--- src/rtl/icache_csr.sv ---
`timescale 1ns/100ps
`default_nettype none

module icache_csr #(
    parameter int CNT_WIDTH = 16
) (
    input  wire logic        clk,
    input  wire logic        rst,
    input  wire logic        cfg_wr,
    input  wire logic [1:0]  cfg_addr,
    input  wire logic [31:0] cfg_wdata,
    output logic [31:0]      cfg_rdata,
    input  wire logic        hit_seen,
    input  wire logic        miss_seen,
    output logic             enable,
    output logic             invalidate
);

    logic                 ctrl_wr;
    logic [1:0]           seen;
    logic [CNT_WIDTH-1:0] cnt_q [2]; // 0 hits, 1 misses

    assign ctrl_wr    = cfg_wr && (cfg_addr == 2'd0);
    assign invalidate = ctrl_wr && cfg_wdata[1]; // one-cycle strobe
    assign seen       = {miss_seen, hit_seen};

    always_ff @(posedge clk) begin
        if (rst) begin
            enable <= 1'b0;
        end else if (ctrl_wr) begin
            enable <= cfg_wdata[0];
        end
    end

    // saturating event counters
    always_ff @(posedge clk) begin
        for (int i = 0; i < 2; i++) begin
            if (rst || invalidate) begin
                cnt_q[i] <= '0;
            end else if (seen[i] && (cnt_q[i] != '1)) begin
                cnt_q[i] <= cnt_q[i] + 1'b1;
            end
        end
    end

    always_comb begin
        case (cfg_addr)
            2'd0:    cfg_rdata = {31'b0, enable}; // invalidate reads back 0
            2'd1:    cfg_rdata = 32'(cnt_q[0]);
            2'd2:    cfg_rdata = 32'(cnt_q[1]);
            default: cfg_rdata = '0;
        endcase
    end

endmodule

`default_nettype wire

--- config.mk ---
export PLATFORM = sky130hd
export DESIGN_NAME = icache_csr
export DESIGN_NICKNAME = d
export VERILOG_FILES = /design/src/rtl/icache_csr.sv
export SDC_FILE = /design/constraint.sdc
export NUM_CORES = 1
export LEC_CHECK = 0
export BUFFER_PORTS_ARGS = -buffer_cell sky130_fd_sc_hd__buf_2
export CAP_MARGIN = 20
export CORE_UTILIZATION = 45
export DETAILED_ROUTE_END_ITERATION = 10
export MAX_ROUTING_LAYER = met4
export PLACE_DENSITY = 0.76
export SYNTH_ARGS = -nofsm -noshare
export SYNTH_HDL_FRONTEND = slang
export SYNTH_SLANG_ARGS = --single-unit
--- constraint.sdc ---
create_clock -name clk -period 2 [get_ports clk]
set_clock_uncertainty 0.1 [all_clocks]
set_input_delay 0.4 -clock clk [delete_from_list [all_inputs] [get_ports clk]]
set_output_delay 0.4 -clock clk [all_outputs]
set_load 0.05 [all_outputs]
==> flow_metrics.env, run 1 <==
export IMPL_fin_ws_ns=0.08266
export IMPL_clockRootBuffer="clkbuf_8"
export IMPL_setup_viol=0
export IMPL_postPlaceCellArea_um2=2390
export IMPL_hold_path_end="enable$_SDFFE_PP0P_"
export IMPL_fin_nets=296
export IMPL_r2r_start="cnt_q[0][0]$_SDFFCE_PN0P_"
export IMPL_postLayoutCoreUtil=0.5626
export IMPL_ys_seq_elements=33
export IMPL_syn_area_per_cell_um2=10.13
export IMPL_firstDrtPassIters=4
export IMPL_ys_seq_area_frac=0.4703
export IMPL_tns_ns=0
export IMPL_portBuffers=26
export IMPL_area_delta_synth_final_pct=19.08
export IMPL_layout_drive_gt1_share=0.2578
export IMPL_gp_congestion=0.7783
export IMPL_r2r_slack_ns=0.08
export IMPL_routed_wl_um=4156
export IMPL_crit_start="cnt_q[0][0]$_SDFFCE_PN0P_"
export IMPL_worstHoldPathType="in -> reg"
export IMPL_drc=0
export IMPL_grt_total_usage=0.1900
export IMPL_synth_edf_count=32
export IMPL_period_share=0.9587
export IMPL_grt_setup_unrepaired="no"
export IMPL_die_area_um2=4911
export IMPL_h_tree_depth=2
export IMPL_min_path_cells=2
export IMPL_vias=1617
export IMPL_slew_viol_final=0
export IMPL_design_power_total_w=0.001675
export IMPL_grt_pass1_wl_um=7072
export IMPL_r2r_cells=5
export IMPL_ir_worst_vdd_mv=0.3933
export IMPL_die_w_um=70.08
export IMPL_max_freq_ghz=0.5216
export IMPL_dp_slack_ns=0.07134
export IMPL_min_from="rst"
export IMPL_antenna_left=0
export IMPL_power_density_nw_per_um2=674.3
export IMPL_grt_pass1_vias=1515
export IMPL_clk_path_buf_depth=2
export IMPL_vias_per_cell=5.250
export IMPL_cts_made_buffers=5
export IMPL_endpoint_kind="flop"
export IMPL_boundaryPins=73
export IMPL_stdcell_area_um2=2484
export IMPL_synth_warnings=0
export IMPL_n_antenna_cell=0
export IMPL_r2r_end="cnt_q[0][5]$_SDFFCE_PN0P_"
export IMPL_finalHoldViolCount=0
export IMPL_globalRoute_totalOverflow=0
export IMPL_start_util=0.4725
export IMPL_path_class="reg -> reg"
export IMPL_arrival_ns=1.84
export IMPL_syn_inst=206
export IMPL_hpwl_um=3157
export IMPL_cts_tree="built"
export IMPL_leakage_nw=1.005
export IMPL_antenna_found_initial=0
export IMPL_cts_sinks=33
export IMPL_outcome="complete, no violations"
export IMPL_required_ns=1.92
export IMPL_insertion_delay_ns=0.28
export IMPL_drv_cap=0
export IMPL_wl_per_cell_um=13.49
export IMPL_num_rows=24
export IMPL_postSynth_asyncResetShare=0
export IMPL_fin_crit_ns=1.917
export IMPL_startpoint_type="flop"
export IMPL_die_y_um=70.08
export IMPL_core_area_um2=4414
export IMPL_cts_reportedPaths_clkPinSlew_ns=0.06
export IMPL_drt_initial_drc_count=121
export IMPL_grt_start_max_net_pins=17
export IMPL_synth_cell_types=29
export IMPL_path_max_fanout=16
export IMPL_syn_area_um2=2086
export IMPL_ys_flop_type="edfxtp_1"
how the worst max path moves through the flow:
| stage | cells after the start | slack [ns] | endpoint |
|---|---|---|---|
| global route | 5 | 0.002 | cnt_q[0][5]$_SDFFCE_PN0P_ |
| finish | 5 | 0.08 | cnt_q[0][5]$_SDFFCE_PN0P_ |
| global placement | 5 | 0.11 | cnt_q[0][6]$_SDFFCE_PN0P_ |
| floorplan | 5 | 0.0006 | cnt_q[0][8]$_SDFFCE_PN0P_ |
| CTS | 5 | 0.05 | cnt_q[0][5]$_SDFFCE_PN0P_ |
| detailed placement | 5 | 0.07 | cnt_q[0][5]$_SDFFCE_PN0P_ |
worst max-delay path: stages, from the launching register on:
cell and delay, ns:
edfxtp_1 0.35, ha_1 0.19, nand3_1 0.11, or4_4 0.54
nand3_2 0.26, nor2_1 0.10
state kept, by name (all words and copies together), names as in the netlist:
register  count
cnt_q        32
enable        1
power breakdown:
part           total, W  internal (W)  switching [W]
logic          0.000351      0.000103       0.000247
registers      0.000850      0.000810      0.0000405
clock network  0.000474      0.000247       0.000227
through the flow:
| stage | cells | hold slack (ns) |
|---|---|---|
| 2_1_floorplan | 221 | 0.3691 |
| 3_3_place_gp | 299 | 0.3693 |
| 3_5_place_dp | 299 | 0.3676 |
| 4_1_cts | 307 | 0.2130 |
| 5_1_grt | 308 | 0.2204 |
| 6_report | 308 | 0.2193 |
cells in the final DEF, fill, tap and decap left out, types with 2 or more instances in the layout:
master     n
nor4_1     2
buf_4     23
nor3_1     4
clkbuf_8   5
nor2_1    35
inv_1      2
or3_1      2
nor2b_1    2
xor2_1    14
nand2_4    3
and3_1     2
ha_1       2
nand3_1    9
a21oi_1    3
clkbuf_1   3
a22o_1    15
and4_1     6
nand4_1   11
conb_1    16
buf_2     26
edfxtp_1  32
or4_4      2
xnor2_1   12
o21ai_0    2
nand2_1   14
cells in the mapped netlist (2+ instances only):
library cell / n / area share
clkbuf_1: 5 / 0.0090
nand2_1: 17 / 0.031
nand3_1: 9 / 0.022
nor4_1: 2 / 0.0060
xnor2_1: 12 / 0.050
nand4_1: 11 / 0.033
inv_1: 2 / 0.0036
nor2b_1: 2 / 0.0060
and3_1: 2 / 0.0060
or3_1: 2 / 0.0060
edfxtp_1: 32 / 0.46
ha_1: 2 / 0.012
or4_4: 2 / 0.011
xor2_1: 14 / 0.059
o21ai_0: 3 / 0.0072
and4_1: 6 / 0.025
buf_6: 2 / 0.011
nor2_1: 36 / 0.065
a21oi_1: 3 / 0.0072
buf_4: 16 / 0.058
nor3_1: 4 / 0.0096
a22o_1: 15 / 0.063
cells by family (layout without fill, tap and decap cells):
kind of cell / after synthesis / count (layout) / synth area share
other: 1 / 16 / 0.001798
AO/OA/AOI/OAI: 21 / 21 / 0.07738
XOR/XNOR: 26 / 26 / 0.1092
buffers and inverters: 25 / 59 / 0.08099
multiplexers: 1 / 1 / 0.004799
flip-flops: 33 / 33 / 0.4703
adder cells (fa/ha/maj): 2 / 2 / 0.01200
AND/OR/NAND/NOR: 97 / 98 / 0.2435
layer usage:
layer  vias to the layer above  global-route usage  wire [µm]
li1                        818                   -          -
met1                       761              0.2272       1702
met2                        31              0.3141       2200
met3                         7             0.04329        186
met4                         0             0.06889         66
met5                         -                   -          0
layout make-up:
class                      count  area, µm²
fill                         386       1931
multi-input combinational    164       1047
tap                           52      65.06
timing repair buffer          49      302.8
sequential                    33      980.9
clock buffer                   8      80.08
inverter                       2      7.507
repair_timing:
action	4_1_cts	5_1_grt
setup buffers	0	0
hold buffers	0	0
gates resized for setup	0	2
endpoints found under the hold margin	0	0
setup endpoints to repair	0	16
Note: power is estimated with default switching activity, not from simulation.
==> run 2: changes to the inputs <==
--- a/config.mk
+++ b/config.mk
@@ -10,7 +10,7 @@
 export CORE_UTILIZATION = 45
 export DETAILED_ROUTE_END_ITERATION = 10
 export MAX_ROUTING_LAYER = met4
-export PLACE_DENSITY = 0.76
+export PLACE_DENSITY = 0.82
 export SYNTH_ARGS = -nofsm -noshare
 export SYNTH_HDL_FRONTEND = slang
 export SYNTH_SLANG_ARGS = --single-unit
==> run 2 against run 1 <==
Compared with the run above: flip-flop and latch count unchanged; sequential power about the same; power increased by 5.6%; critical path type unchanged.
==> flow_metrics.env, run 2 (synthesis gave the netlist of run 1 again) <==
export IMPL_path_delay_family="simple AND/OR/NAND/NOR gates"
export IMPL_grt_pass1_vias=1563
export IMPL_routed_wl_um=4432
export IMPL_leakage_nw=1.023
export IMPL_tns_ns=0
export IMPL_n_antenna_cell=0
export IMPL_boundaryPins=73
export IMPL_worstHoldPathType="in -> reg"
export IMPL_required_ns=1.93
export IMPL_post_cts_setup_buffer_count=0
export IMPL_path_cells="ha_1 > nand3_1 > or4_4 > nand3_2 > nor2_1"
export IMPL_endpoint_kind="flop"
export IMPL_stdcell_area_um2=2506
export IMPL_cts_hold_buffers=0
export IMPL_most_common_layout_cells="nor2_1, edfxtp_1, buf_2"
export IMPL_outcome="complete, no violations"
export IMPL_insertion_delay_ns=0.29
export IMPL_cts_reportedPaths_clkPinSlew_ns=0.07
export IMPL_antenna_found_initial=0
export IMPL_dp_slack_ns=0.06629
export IMPL_critical_path_max_stage_delay_ns=0.55
export IMPL_clk_path_buf_depth=2
export IMPL_largest_register_ffs=32
export IMPL_max_freq_ghz=0.5159
export IMPL_start_util=0.4725
export IMPL_highest_signal_layer="met4"
export IMPL_power_density_nw_per_um2=705.7
export IMPL_cts_tree="built"
export IMPL_globalRoute_totalOverflow=0
export IMPL_drc=0
export IMPL_wl_met2_um=2394
export IMPL_ir_worst_vdd_mv=0.4703
export IMPL_num_rows=24
export IMPL_antenna_left=0
export IMPL_grt_setup_unrepaired="no"
export IMPL_multi_input_comb_area_um2=1033
export IMPL_area_delta_synth_final_pct=20.16
export IMPL_drt_initial_drc_count=117
export IMPL_startpoint_type="flop"
export IMPL_fin_ws_ns=0.06175
export IMPL_vias=1684
export IMPL_critPathBufInv=0
export IMPL_clockRootBuffer="clkbuf_8"
export IMPL_slowest_stage="or4_4"
export IMPL_path_class="reg -> reg"
export IMPL_dr_wl_met3_um=110
export IMPL_path_max_fanout=16
export IMPL_wl_met1_um=1830
export IMPL_postPlaceCellArea_um2=2405
export IMPL_gp_congestion=0.8061
export IMPL_drv_cap=0
export IMPL_die_y_um=70.08
export IMPL_fillers=380
export IMPL_largest_register="cnt_q"
export IMPL_cts_sinks=33
export IMPL_die_w_um=70.08
export IMPL_cts_made_buffers=5
export IMPL_slew_viol_final=0
export IMPL_hpwl_um=3239
export IMPL_layout_drive_gt1_share=0.2685
export IMPL_grt_pass1_wl_um=7010
export IMPL_wl_per_cell_um=14.34
export IMPL_arrival_ns=1.87
export IMPL_setup_viol=0
export IMPL_grt_total_usage=0.1915
export IMPL_firstDrtPassIters=4
export IMPL_fin_crit_ns=1.938
export IMPL_seq_area_um2=980.9
export IMPL_core_area_um2=4414
export IMPL_die_area_um2=4911
export IMPL_finalHoldViolCount=0
export IMPL_period_share=0.9691
export IMPL_vias_per_cell=5.450
export IMPL_layout_commonest_cell="nor2_1"
export IMPL_portBuffers=26
export IMPL_grt_start_max_net_pins=17
export IMPL_largest_registers="cnt_q (32), enable (1)"
export IMPL_fin_nets=297
export IMPL_hold_ws_ns=0.2031
export IMPL_cts_resized=0
export IMPL_h_tree_depth=2
## run 2: worst paths after layout
check | slack (ns) | cells past startpoint | to | start
min reg2reg | 0.38 | 2 | enable$_SDFFE_PP0P_ | enable$_SDFFE_PP0P_
max reg2reg | 0.06 | 5 | cnt_q[0][7]$_SDFFCE_PN0P_ | cnt_q[0][1]$_SDFFCE_PN0P_
max | 0.06 | 5 | cnt_q[0][7]$_SDFFCE_PN0P_ | cnt_q[0][1]$_SDFFCE_PN0P_
min | 0.20 | 2 | enable$_SDFFE_PP0P_ | rst
## run 2: layout make-up
class	count	area share
well taps	52	0.02596
multi-input cells	163	0.4124
clock inverters	1	0.001997
repair buffers	51	0.1268
inverters	2	0.002996
clock buffers	7	0.03844
flip-flops and latches	33	0.3914
## run 2: per-stage QoR
| step | power, W | cells | utilization |
|---|---|---|---|
| floorplan | 0.001137 | 221 | - |
| global placement | 0.001208 | 301 | 0.5448 |
| detailed placement | 0.001217 | 301 | 0.5448 |
| CTS | 0.001772 | 309 | 0.5677 |
| global route | 0.001825 | 309 | 0.5677 |
| finish | 0.001769 | 309 | 0.5677 |
## run 2: per-layer routing
layer,global-route usage,up-vias
met2,0.3312,28
met4,0.08444,0
met1,0.2047,821
li1,-,821
met5,-,-
met3,0.05195,14
## run 2: worst register-to-register path: cells and delay by family, from the launching register on
family / cells / cell delay, ns
simple gates: 4 / 1.04
flops: 1 / 0.36
fa+ha+maj: 1 / 0.19
## run 2: where the power goes
part	total (W)	internal (W)	switching, W
combinational	0.000355	0.000106	0.000249
sequential	0.000851	0.000810	0.0000412
clock	0.000563	0.000311	0.000252
