===== config.mk =====
export PLATFORM = sky130hd
export DESIGN_NAME = icache_ctrl
export DESIGN_NICKNAME = d
export VERILOG_FILES = /design/src/rtl/icache_pkg.sv /design/src/rtl/icache_ctrl.sv
export SDC_FILE = /design/constraint.sdc
export NUM_CORES = 1
export LEC_CHECK = 0
export BUFFER_PORTS_ARGS = -buffer_cell sky130_fd_sc_hd__buf_2
export CAP_MARGIN = 40
export CORE_AREA = 2 2 80 82
export DETAILED_ROUTE_END_ITERATION = 16
export DIE_AREA = 0 0 82 84
export GPL_TIMING_DRIVEN = 0
export HOLD_SLACK_MARGIN = 0.1
export PLACE_DENSITY_LB_ADDON = 0.12
export SYNTH_ARGS = -nofsm -noshare
export SYNTH_HDL_FRONTEND = slang
export SYNTH_SLANG_ARGS = --single-unit
export TNS_END_PERCENT = 10

===== constraint.sdc =====
create_clock -name clk -period 6.4 [get_ports clk]
set_input_delay 0.32 -clock clk [delete_from_list [all_inputs] [get_ports clk]]
set_output_delay 0.32 -clock clk [all_outputs]
set_load 0.005 [all_outputs]

===== src/rtl/icache_pkg.sv =====
`default_nettype none

package icache_pkg;

    // cache geometry, one 32-bit word per line
    localparam int ICACHE_INDEX_W  = 6;
    localparam int ICACHE_OFFSET_W = 2;
    localparam int ICACHE_TAG_W    = 32 - ICACHE_INDEX_W - ICACHE_OFFSET_W;
    localparam int ICACHE_SETS     = 1 << ICACHE_INDEX_W;

    typedef struct packed {
        logic [ICACHE_TAG_W-1:0]    tag;
        logic [ICACHE_INDEX_W-1:0]  index;
        logic [ICACHE_OFFSET_W-1:0] offset;
    } addr_fields_t;

    // raw word for the memory side, fields for lookup
    typedef union packed {
        logic [31:0]  word;
        addr_fields_t f;
    } fetch_addr_u;

    typedef struct packed {
        logic        req;
        fetch_addr_u addr;
    } fetch_req_t;

    typedef struct packed {
        logic        addr_ok;
        logic        data_ok;
        logic [31:0] rdata;
    } fetch_rsp_t;

    typedef struct packed {
        logic        req;
        logic [31:0] addr;
    } mem_req_t;

    typedef struct packed {
        logic        addr_ok;
        logic        data_ok;
        logic [31:0] rdata;
    } mem_rsp_t;

    typedef struct packed {
        logic hit;
        logic hit_way;
        logic victim_way; // the way that is not MRU
    } lookup_t;

    typedef struct packed {
        logic                      valid;
        logic                      way;
        logic [ICACHE_INDEX_W-1:0] index;
        logic [ICACHE_TAG_W-1:0]   tag;
    } fill_t;

endpackage

`default_nettype wire


===== src/rtl/icache_ctrl.sv =====
`timescale 1ns/100ps
`default_nettype none

module icache_ctrl (
    input  wire logic                   clk,
    input  wire logic                   rst,
    input  wire icache_pkg::fetch_req_t fetch,
    output icache_pkg::fetch_rsp_t      fetch_rsp,
    output icache_pkg::mem_req_t        mem_req,
    input  wire icache_pkg::mem_rsp_t   mem_rsp,
    input  wire icache_pkg::lookup_t    lookup,
    input  wire logic [31:0]            hit_data,
    input  wire logic                   enable,
    output icache_pkg::fill_t           fill,
    output logic                        touch,
    output logic                        miss_start
);
    import icache_pkg::*;

    typedef enum logic {
        ST_IDLE,
        ST_READ_MEM
    } state_e;

    state_e state_q;
    logic   addr_rcv_q; // memory took the address, waiting for data
    logic   fill_en_q;  // miss started with the cache enabled

    // saved at miss start
    logic [ICACHE_TAG_W-1:0]   tag_q;
    logic [ICACHE_INDEX_W-1:0] index_q;
    logic                      victim_q;

    logic        in_rm;
    logic        serve_hit;
    logic        go_mem;
    logic        read_done;
    fetch_addr_u mem_addr;

    assign in_rm     = (state_q == ST_READ_MEM);
    assign serve_hit = (state_q == ST_IDLE) && fetch.req && enable && lookup.hit;
    assign go_mem    = (state_q == ST_IDLE) && fetch.req && !(enable && lookup.hit);
    assign read_done = in_rm && mem_rsp.data_ok;

    always_comb begin
        mem_addr.f.tag    = tag_q;
        mem_addr.f.index  = index_q;
        mem_addr.f.offset = fetch.addr.f.offset; // core holds addr until data_ok
    end

    always_comb begin
        mem_req.req  = in_rm && !addr_rcv_q;
        mem_req.addr = mem_addr.word;

        fetch_rsp.addr_ok = serve_hit || (mem_req.req && mem_rsp.addr_ok);
        fetch_rsp.data_ok = serve_hit || read_done;
        fetch_rsp.rdata   = in_rm ? mem_rsp.rdata : hit_data;

        fill.valid = read_done && fill_en_q; // bypass reads fill nothing
        fill.way   = victim_q;
        fill.index = index_q;
        fill.tag   = tag_q;

        touch      = serve_hit;
        miss_start = go_mem && enable;
    end

    always_ff @(posedge clk) begin
        if (rst) begin
            state_q    <= ST_IDLE;
            addr_rcv_q <= 1'b0;
            fill_en_q  <= 1'b0;
        end else begin
            case (state_q)
                ST_IDLE: begin
                    if (go_mem) begin
                        state_q   <= ST_READ_MEM;
                        fill_en_q <= enable;
                    end
                end
                ST_READ_MEM: begin
                    if (read_done) state_q <= ST_IDLE;
                end
                default: state_q <= ST_IDLE;
            endcase

            if (read_done) begin
                addr_rcv_q <= 1'b0;
            end else if (mem_req.req && mem_rsp.addr_ok) begin
                addr_rcv_q <= 1'b1;
            end
        end
    end

    always_ff @(posedge clk) begin
        if (go_mem) begin
            tag_q    <= fetch.addr.f.tag;
            index_q  <= fetch.addr.f.index;
            victim_q <= lookup.victim_way;
        end
    end

endmodule

`default_nettype wire


==> flow_metrics.py, run 1 <==
metrics = {
    "clocking": {
        "clock_path_buffers": 2,
        "cts_hold_buf": 0,
        "postCtsResizedCells": 0,
        "cts.sinks": 34,
        "cts_buffers": 5,
        "htreeDepth": 2,
        "cts_tree": "built",
        "root_buffer": "clkbuf_8",
        "clk_pin_slew_ns": 0.07,
        "clkLatencyLatePin_ns": 0.28,
        "post_cts.repair.setup_buffers": 0,
    },
    "critical_path": {
        "critPathArrivalTime_ns": 1.44,
        "cpPeakStageDelay_ns": 0.38,
        "critPathMaxFanout": 10,
        "startpoint_type": "flip-flop",
        "crit_type": "flip-flop to output pin",
        "path_buf_inv": 3,
        "cp_top_family": "buffers and inverters",
        "end_kind": "output pin",
        "crit_top_cell": "buf_6",
        "crit_path_top_delay_cell": "dfxtp_1",
        "required_ns": 6.08,
        "path_cells": "buf_6, buf_6, mux2_4, buf_2",
    },
    "timing": {
        "worst_slew_pin_slew_ns": 0.575,
        "setup_viol": 0,
        "maxSlewHeadroom_pct": 61.6,
        "finalWorstSetupSlack_ns": 4.64,
        "fin_crit_ns": 1.76,
        "whs_ns": 0.212,
        "hold_viol": 0,
        "rsz0062_at_grt": "false",
        "drv_slew": 0,
        "fin_skew_ns": 0.00542,
        "tns_ns": 0,
        "final.period_utilization_pct": 27.5,
        "clock.fmax_mhz": 569,
    },
    "final_layout": {
        "drive_above_1_share_pct": 85.2,
        "finalInstanceArea_sq_um": 3050,
        "multi_input_area_sq_um": 542,
        "fill_cells": 592,
        "final_cells": 408,
        "regArea_sq_um": 991,
        "area_growth_pct": 67.7,
        "final_net_count": 435,
        "diodes": 0,
        "final_core_util_pct": 50.0,
    },
    "synth": {
        "yosysWarnings": 0,
        "postSynthCellCount": 120,
        "netlist_top_cells_area": "edfxtp_1, buf_4, mux2_4",
        "yosysTopAreaCellShare_pct": 51.2,
        "synth_seq_cells": 34,
        "synth_nets": 225,
        "synth_area_per_cell_sq_um": 15.1,
        "yosysSeqAreaShare_pct": 54.5,
        "netlist.top_cell.by_area": "edfxtp_1",
        "syn_area_sq_um": 1820,
        "synth.distinct_cells": 19,
    },
    "global_route": {
        "grt_overflow": 0,
        "grt_first_pass_wirelength_microns": 6990,
        "global_route.usage.total_pct": 13.3,
        "antenna_found_initial": 0,
        "grt_pass1_vias": 1569,
        "grt_max_degree": 18,
    },
    "power": {
        "vdd_drop_max_v": 0.0000719,
        "powerDensity_nw_per_um2": 182,
        "leakagePower_nw": 1.61,
        "total_power_mw": 0.556,
    },
    "detailed_routing": {
        "wirelength_microns": 4980,
        "drc": 0,
        "wl_met2_microns": 2660,
        "drt-met1-wl_microns": 1760,
        "vias_per_cell": 4.07,
        "antenna_left": 0,
        "first_pass_iters": 4,
        "highest_layer": "met4",
        "wl_per_cell_microns": 12.2,
        "drt-initial-drc-count": 34,
        "via_count": 1659,
        "wl_met3_microns": 512,
    },
    "place": {
        "place_area_sq_um": 2960,
        "io_buffers": 202,
        "dp_hpwl_microns": 4340,
        "place.gp.congestion": 0.761,
        "dp_slack_ns": 4.85,
        "dp.cells": 400,
    },
    "status": {
        "status": "finished clean",
    },
    "die": {
        "ios": 206,
        "initial_utilization_pct": 29.8,
        "die_h_microns": 84,
        "rows": 29,
        "dieArea_sq_um": 6890,
        "core_area_sq_um": 6100,
        "die_w_microns": 82,
    },
    "worst_hold_path": {
        "hold_path.class": "input port to flip-flop",
    },
    "job": {
        "maxCapViolations": 0,
    },
}
==> metal layers <==
layer	up-vias	GRT usage, %
met4	0	4.55
met5	-	0
met3	4	3.79
li1	818	-
met2	110	24.8
met1	727	13.7
==> state kept, by name, summed over array words and instances (netlist names) <==
| name | cells |
|---|---|
| addr_rcv_q | 1 |
| in_rm | 1 |
| tag_q | 24 |
| victim_q | 1 |
| fill_en_q | 1 |
| index_q | 6 |
==> kinds of logic after synthesis <==
logic type,share of synthesized area [%]
flip-flops,54.5
AO/OA/AOI/OAI,3.10
AND/OR/NAND/NOR,2.96
multiplexers,23.1
buffers and inverters,16.3
==> cell usage in the layout (no fill, tap or decap), drive strengths merged <==
cell type / netlist / layout
buf: 37 / 240
mux2: 32 / 32
edfxtp: 31 / 31
clkbuf: 0 / 5
and3: 3 / 3
dfxtp: 3 / 3
a21oi: 3 / 3
nor2b: 2 / 2
a21o: 2 / 2
clkinv: 0 / 2
and2b: 1 / 1
nand2b: 1 / 1
inv: 1 / 1
o21ba: 1 / 1
a211oi: 1 / 1
nor2: 1 / 1
nor3: 1 / 1
clkinvlp: 0 / 1
==> worst register-to-register path: cells and delay by family, from the launching register on <==
family / cells / cell delay (ns)
flops: 1 / 0.34
simple gates: 1 / 0.20
compound gates: 1 / 0.48
buf+inv: 1 / 0.23
==> cell type report <==
cell class / count / area share [%]
timing repair buffer: 203 / 34.1
sequential: 34 / 32.5
multi-input combinational: 48 / 17.8
buffer: 37 / 9.60
tap: 77 / 3.16
clock buffer: 5 / 2.26
clock inverter: 3 / 0.533
inverter: 1 / 0.123
==> synthesized netlist by cell type <==
| cell | count |
|---|---|
| buf_4 | 34 |
| edfxtp_1 | 31 |
| mux2_2 | 16 |
| mux2_4 | 16 |
| and3_1 | 3 |
| dfxtp_1 | 3 |
| a21o_1 | 2 |
| a21oi_1 | 2 |
| buf_6 | 2 |
| nor2b_1 | 2 |
| a211oi_2 | 1 |
| a21oi_2 | 1 |
| and2b_1 | 1 |
| buf_8 | 1 |
| inv_1 | 1 |
| nand2b_1 | 1 |
| nor2_1 | 1 |
| nor3_1 | 1 |
| o21ba_1 | 1 |
==> worst paths after layout <==
check | startpoint | endpoint | slack (ns) | cells after the start
worst min-delay path | fetch[20] | tag_q[12] | 0.21 | 1
worst max register to register | in_rm | index_q[3] | 4.87 | 3
worst min register to register | fill_en_q | fill_en_q | 0.51 | 2
worst max-delay path | in_rm | fetch_rsp[23] | 4.64 | 4
==> report_power, final <==
group	total, mW	switching, mW	internal [mW]
registers	0.264	0.00604	0.258
clock network	0.149	0.0744	0.0743
logic	0.143	0.0517	0.0916
total	0.556	0.132	0.424
Power figures use the tool's default switching activity.
==> run 2: changes to the inputs <==
--- a/config.mk
+++ b/config.mk
@@ -7,9 +7,9 @@
 export LEC_CHECK = 0
 export BUFFER_PORTS_ARGS = -buffer_cell sky130_fd_sc_hd__buf_2
 export CAP_MARGIN = 40
-export CORE_AREA = 2 2 80 82
+export CORE_AREA = 2 2 79 81
 export DETAILED_ROUTE_END_ITERATION = 16
-export DIE_AREA = 0 0 82 84
+export DIE_AREA = 0 0 81 83
 export GPL_TIMING_DRIVEN = 0
 export HOLD_SLACK_MARGIN = 0.1
 export PLACE_DENSITY_LB_ADDON = 0.12
==> constraint.sdc (replaced) <==
create_clock -name clk -period 1.8 [get_ports clk]
set_input_delay 0.09 -clock clk [delete_from_list [all_inputs] [get_ports clk]]
set_output_delay 0.09 -clock clk [all_outputs]
set_load 0.005 [all_outputs]
==> run 2 against run 1 <==
Effect of this change: cell area rose by 11%; largest cell class unchanged; first-iteration DRC count up 32%; highest routed layer unchanged; critical path depth is 1 lower.
==> flow_metrics.py, run 2 (synthesized netlist as in run 1, its figures left out) <==
metrics = {
    "die": {
        "dieArea_sq_um": 6720,
        "ios": 206,
        "initial_utilization_pct": 31.3,
        "die_h_microns": 83,
        "die_w_microns": 81,
        "rows": 28,
        "core_area_sq_um": 5820,
    },
    "global_route": {
        "grt_first_pass_wirelength_microns": 7490,
        "grt_pass1_vias": 1769,
        "grt_max_degree": 18,
        "antenna_found_initial": 0,
        "grt_overflow": 0,
        "global_route.usage.total_pct": 14.2,
    },
    "status": {
        "status": "finished clean",
    },
    "final_layout": {
        "final_core_util_pct": 58.1,
        "area_growth_pct": 85.8,
        "mostFrequentLayoutCells": "buf_2, buf_4, dlygate4sd3_1",
        "drive_above_1_share_pct": 77.5,
        "finalInstanceArea_sq_um": 3380,
        "final_common_cell": "buf_2",
        "regMostFlops": "tag_q",
        "final_net_count": 468,
        "largest_register_ffs": 24,
        "final_cells": 439,
        "diodes": 0,
        "largestRegisters": "tag_q: 24 flops, index_q: 6 flops",
    },
    "critical_path": {
        "end_kind": "flip-flop",
        "critPathMaxFanout": 17,
        "path_cells": "nand2b_1, a21oi_4, buf_16",
        "critPathArrivalTime_ns": 1.55,
        "startpoint_type": "flip-flop",
        "required_ns": 1.79,
        "crit_type": "flip-flop to flip-flop",
        "crit_path_top_delay_cell": "a21oi_4",
        "path_buf_inv": 1,
        "cp_top_family": "compound AO/OA/AOI/OAI gates",
        "cpPeakStageDelay_ns": 0.49,
    },
    "detailed_routing": {
        "drc": 0,
        "drt-initial-drc-count": 45,
        "wirelength_microns": 5060,
        "antenna_left": 0,
        "wl_per_cell_microns": 11.5,
        "vias_per_cell": 4.02,
        "via_count": 1766,
        "first_pass_iters": 2,
    },
    "timing": {
        "fin_crit_ns": 1.56,
        "drv_slew": 0,
        "whs_ns": 0.143,
        "final.period_utilization_pct": 86.8,
        "worst_slew_pin_slew_ns": 0.591,
        "fin_skew_ns": 0.00355,
        "clock.fmax_mhz": 640,
        "setup_viol": 0,
        "hold_viol": 0,
        "maxSlewHeadroom_pct": 60.5,
        "rsz0062_at_grt": "false",
        "finalWorstSetupSlack_ns": 0.237,
    },
    "clocking": {
        "clk_pin_slew_ns": 0.06,
        "post_cts.repair.setup_buffers": 0,
        "clock_path_buffers": 2,
        "cts_tree": "built",
        "cts.sinks": 34,
        "clkLatencyLatePin_ns": 0.28,
        "cts_buffers": 5,
        "root_buffer": "clkbuf_8",
        "htreeDepth": 2,
    },
    "place": {
        "dp_hpwl_microns": 4190,
        "io_buffers": 202,
        "dp_slack_ns": 0.235,
        "place.gp.congestion": 0.761,
        "place_area_sq_um": 2960,
        "dp.cells": 398,
    },
    "power": {
        "power_frac_comb_pct": 27.8,
        "powerDensity_nw_per_um2": 599,
        "pwr-share-clk_pct": 25.7,
        "vdd_drop_max_v": 0.000291,
        "power_frac_seq_pct": 46.5,
        "p_sw_mw": 0.469,
        "leakagePower_nw": 1.75,
        "p_sw_share_pct": 23.2,
        "p_int_mw": 1.55,
    },
    "worst_hold_path": {
        "hold_path.class": "input port to flip-flop",
    },
    "job": {
        "maxCapViolations": 0,
    },
}
-- run 2: cell types whose count changed in the layout (fill, tap and decap cells not counted) --
cell,before,now
dlygate4sd3_1,0,33
-- run 2: metal layers --
metal / part of all wire (%) / up-vias / GRT usage (%)
met2: 55 / 114 / 28.0
met1: 33 / 759 / 13.0
li1: - / 885 / -
met3: 9.6 / 8 / 4.24
met4: 1.7 / 0 / 5.39
met5: 0 / - / 0
-- run 2: tightest hold or removal path, cell delays in order --
cell,delay (ns)
buf_2,0.13
nor2_1,0.10
nor3_1,0.05
-- run 2: final timing paths --
path / from / end / slack (ns) / cells past startpoint
hold / removal: enable / fill_en_q / 0.14 / 3
setup / recovery: in_rm / tag_q[12] / 0.24 / 3
hold reg to reg: fill_en_q / fill_en_q / 0.52 / 2
setup reg to reg: in_rm / tag_q[12] / 0.24 / 3
-- run 2: area by class of cell --
type                       instances  area [sq um]
clock inverter                     3          16.3
fill                             507          2440
buffer                            37           293
inverter                           1          3.75
sequential                        34           991
tap                               75          93.8
multi-input combinational         48           542
timing repair buffer             236          1370
clock buffer                       5          68.8
-- run 2: stage by stage --
step	setup TNS, ns	power (mW)
6_report	0	2.02
5_1_grt	0	2.14
2_1_floorplan	0	1.19
3_5_place_dp	0	1.47
3_3_place_gp	-12.12	1.45
4_1_cts	0	2.06
-- run 2: power by group through the flow --
| stage | combinational [mW] | sequential, mW | clock (mW) |
|---|---|---|---|
| floorplan | 0.231 | 0.962 | 0 |
| global placement | 0.495 | 0.959 | 0 |
| detailed placement | 0.513 | 0.959 | 0 |
| CTS | 0.571 | 0.942 | 0.548 |
| global route | 0.615 | 0.947 | 0.583 |
| finish | 0.562 | 0.942 | 0.520 |
-- run 2: timing repair --
action / CTS / global route
hold buffers: 33 / 0
endpoints found under the hold margin: 33 / 0
resized for setup: 0 / 0
endpoints found under the setup margin: 0 / 0
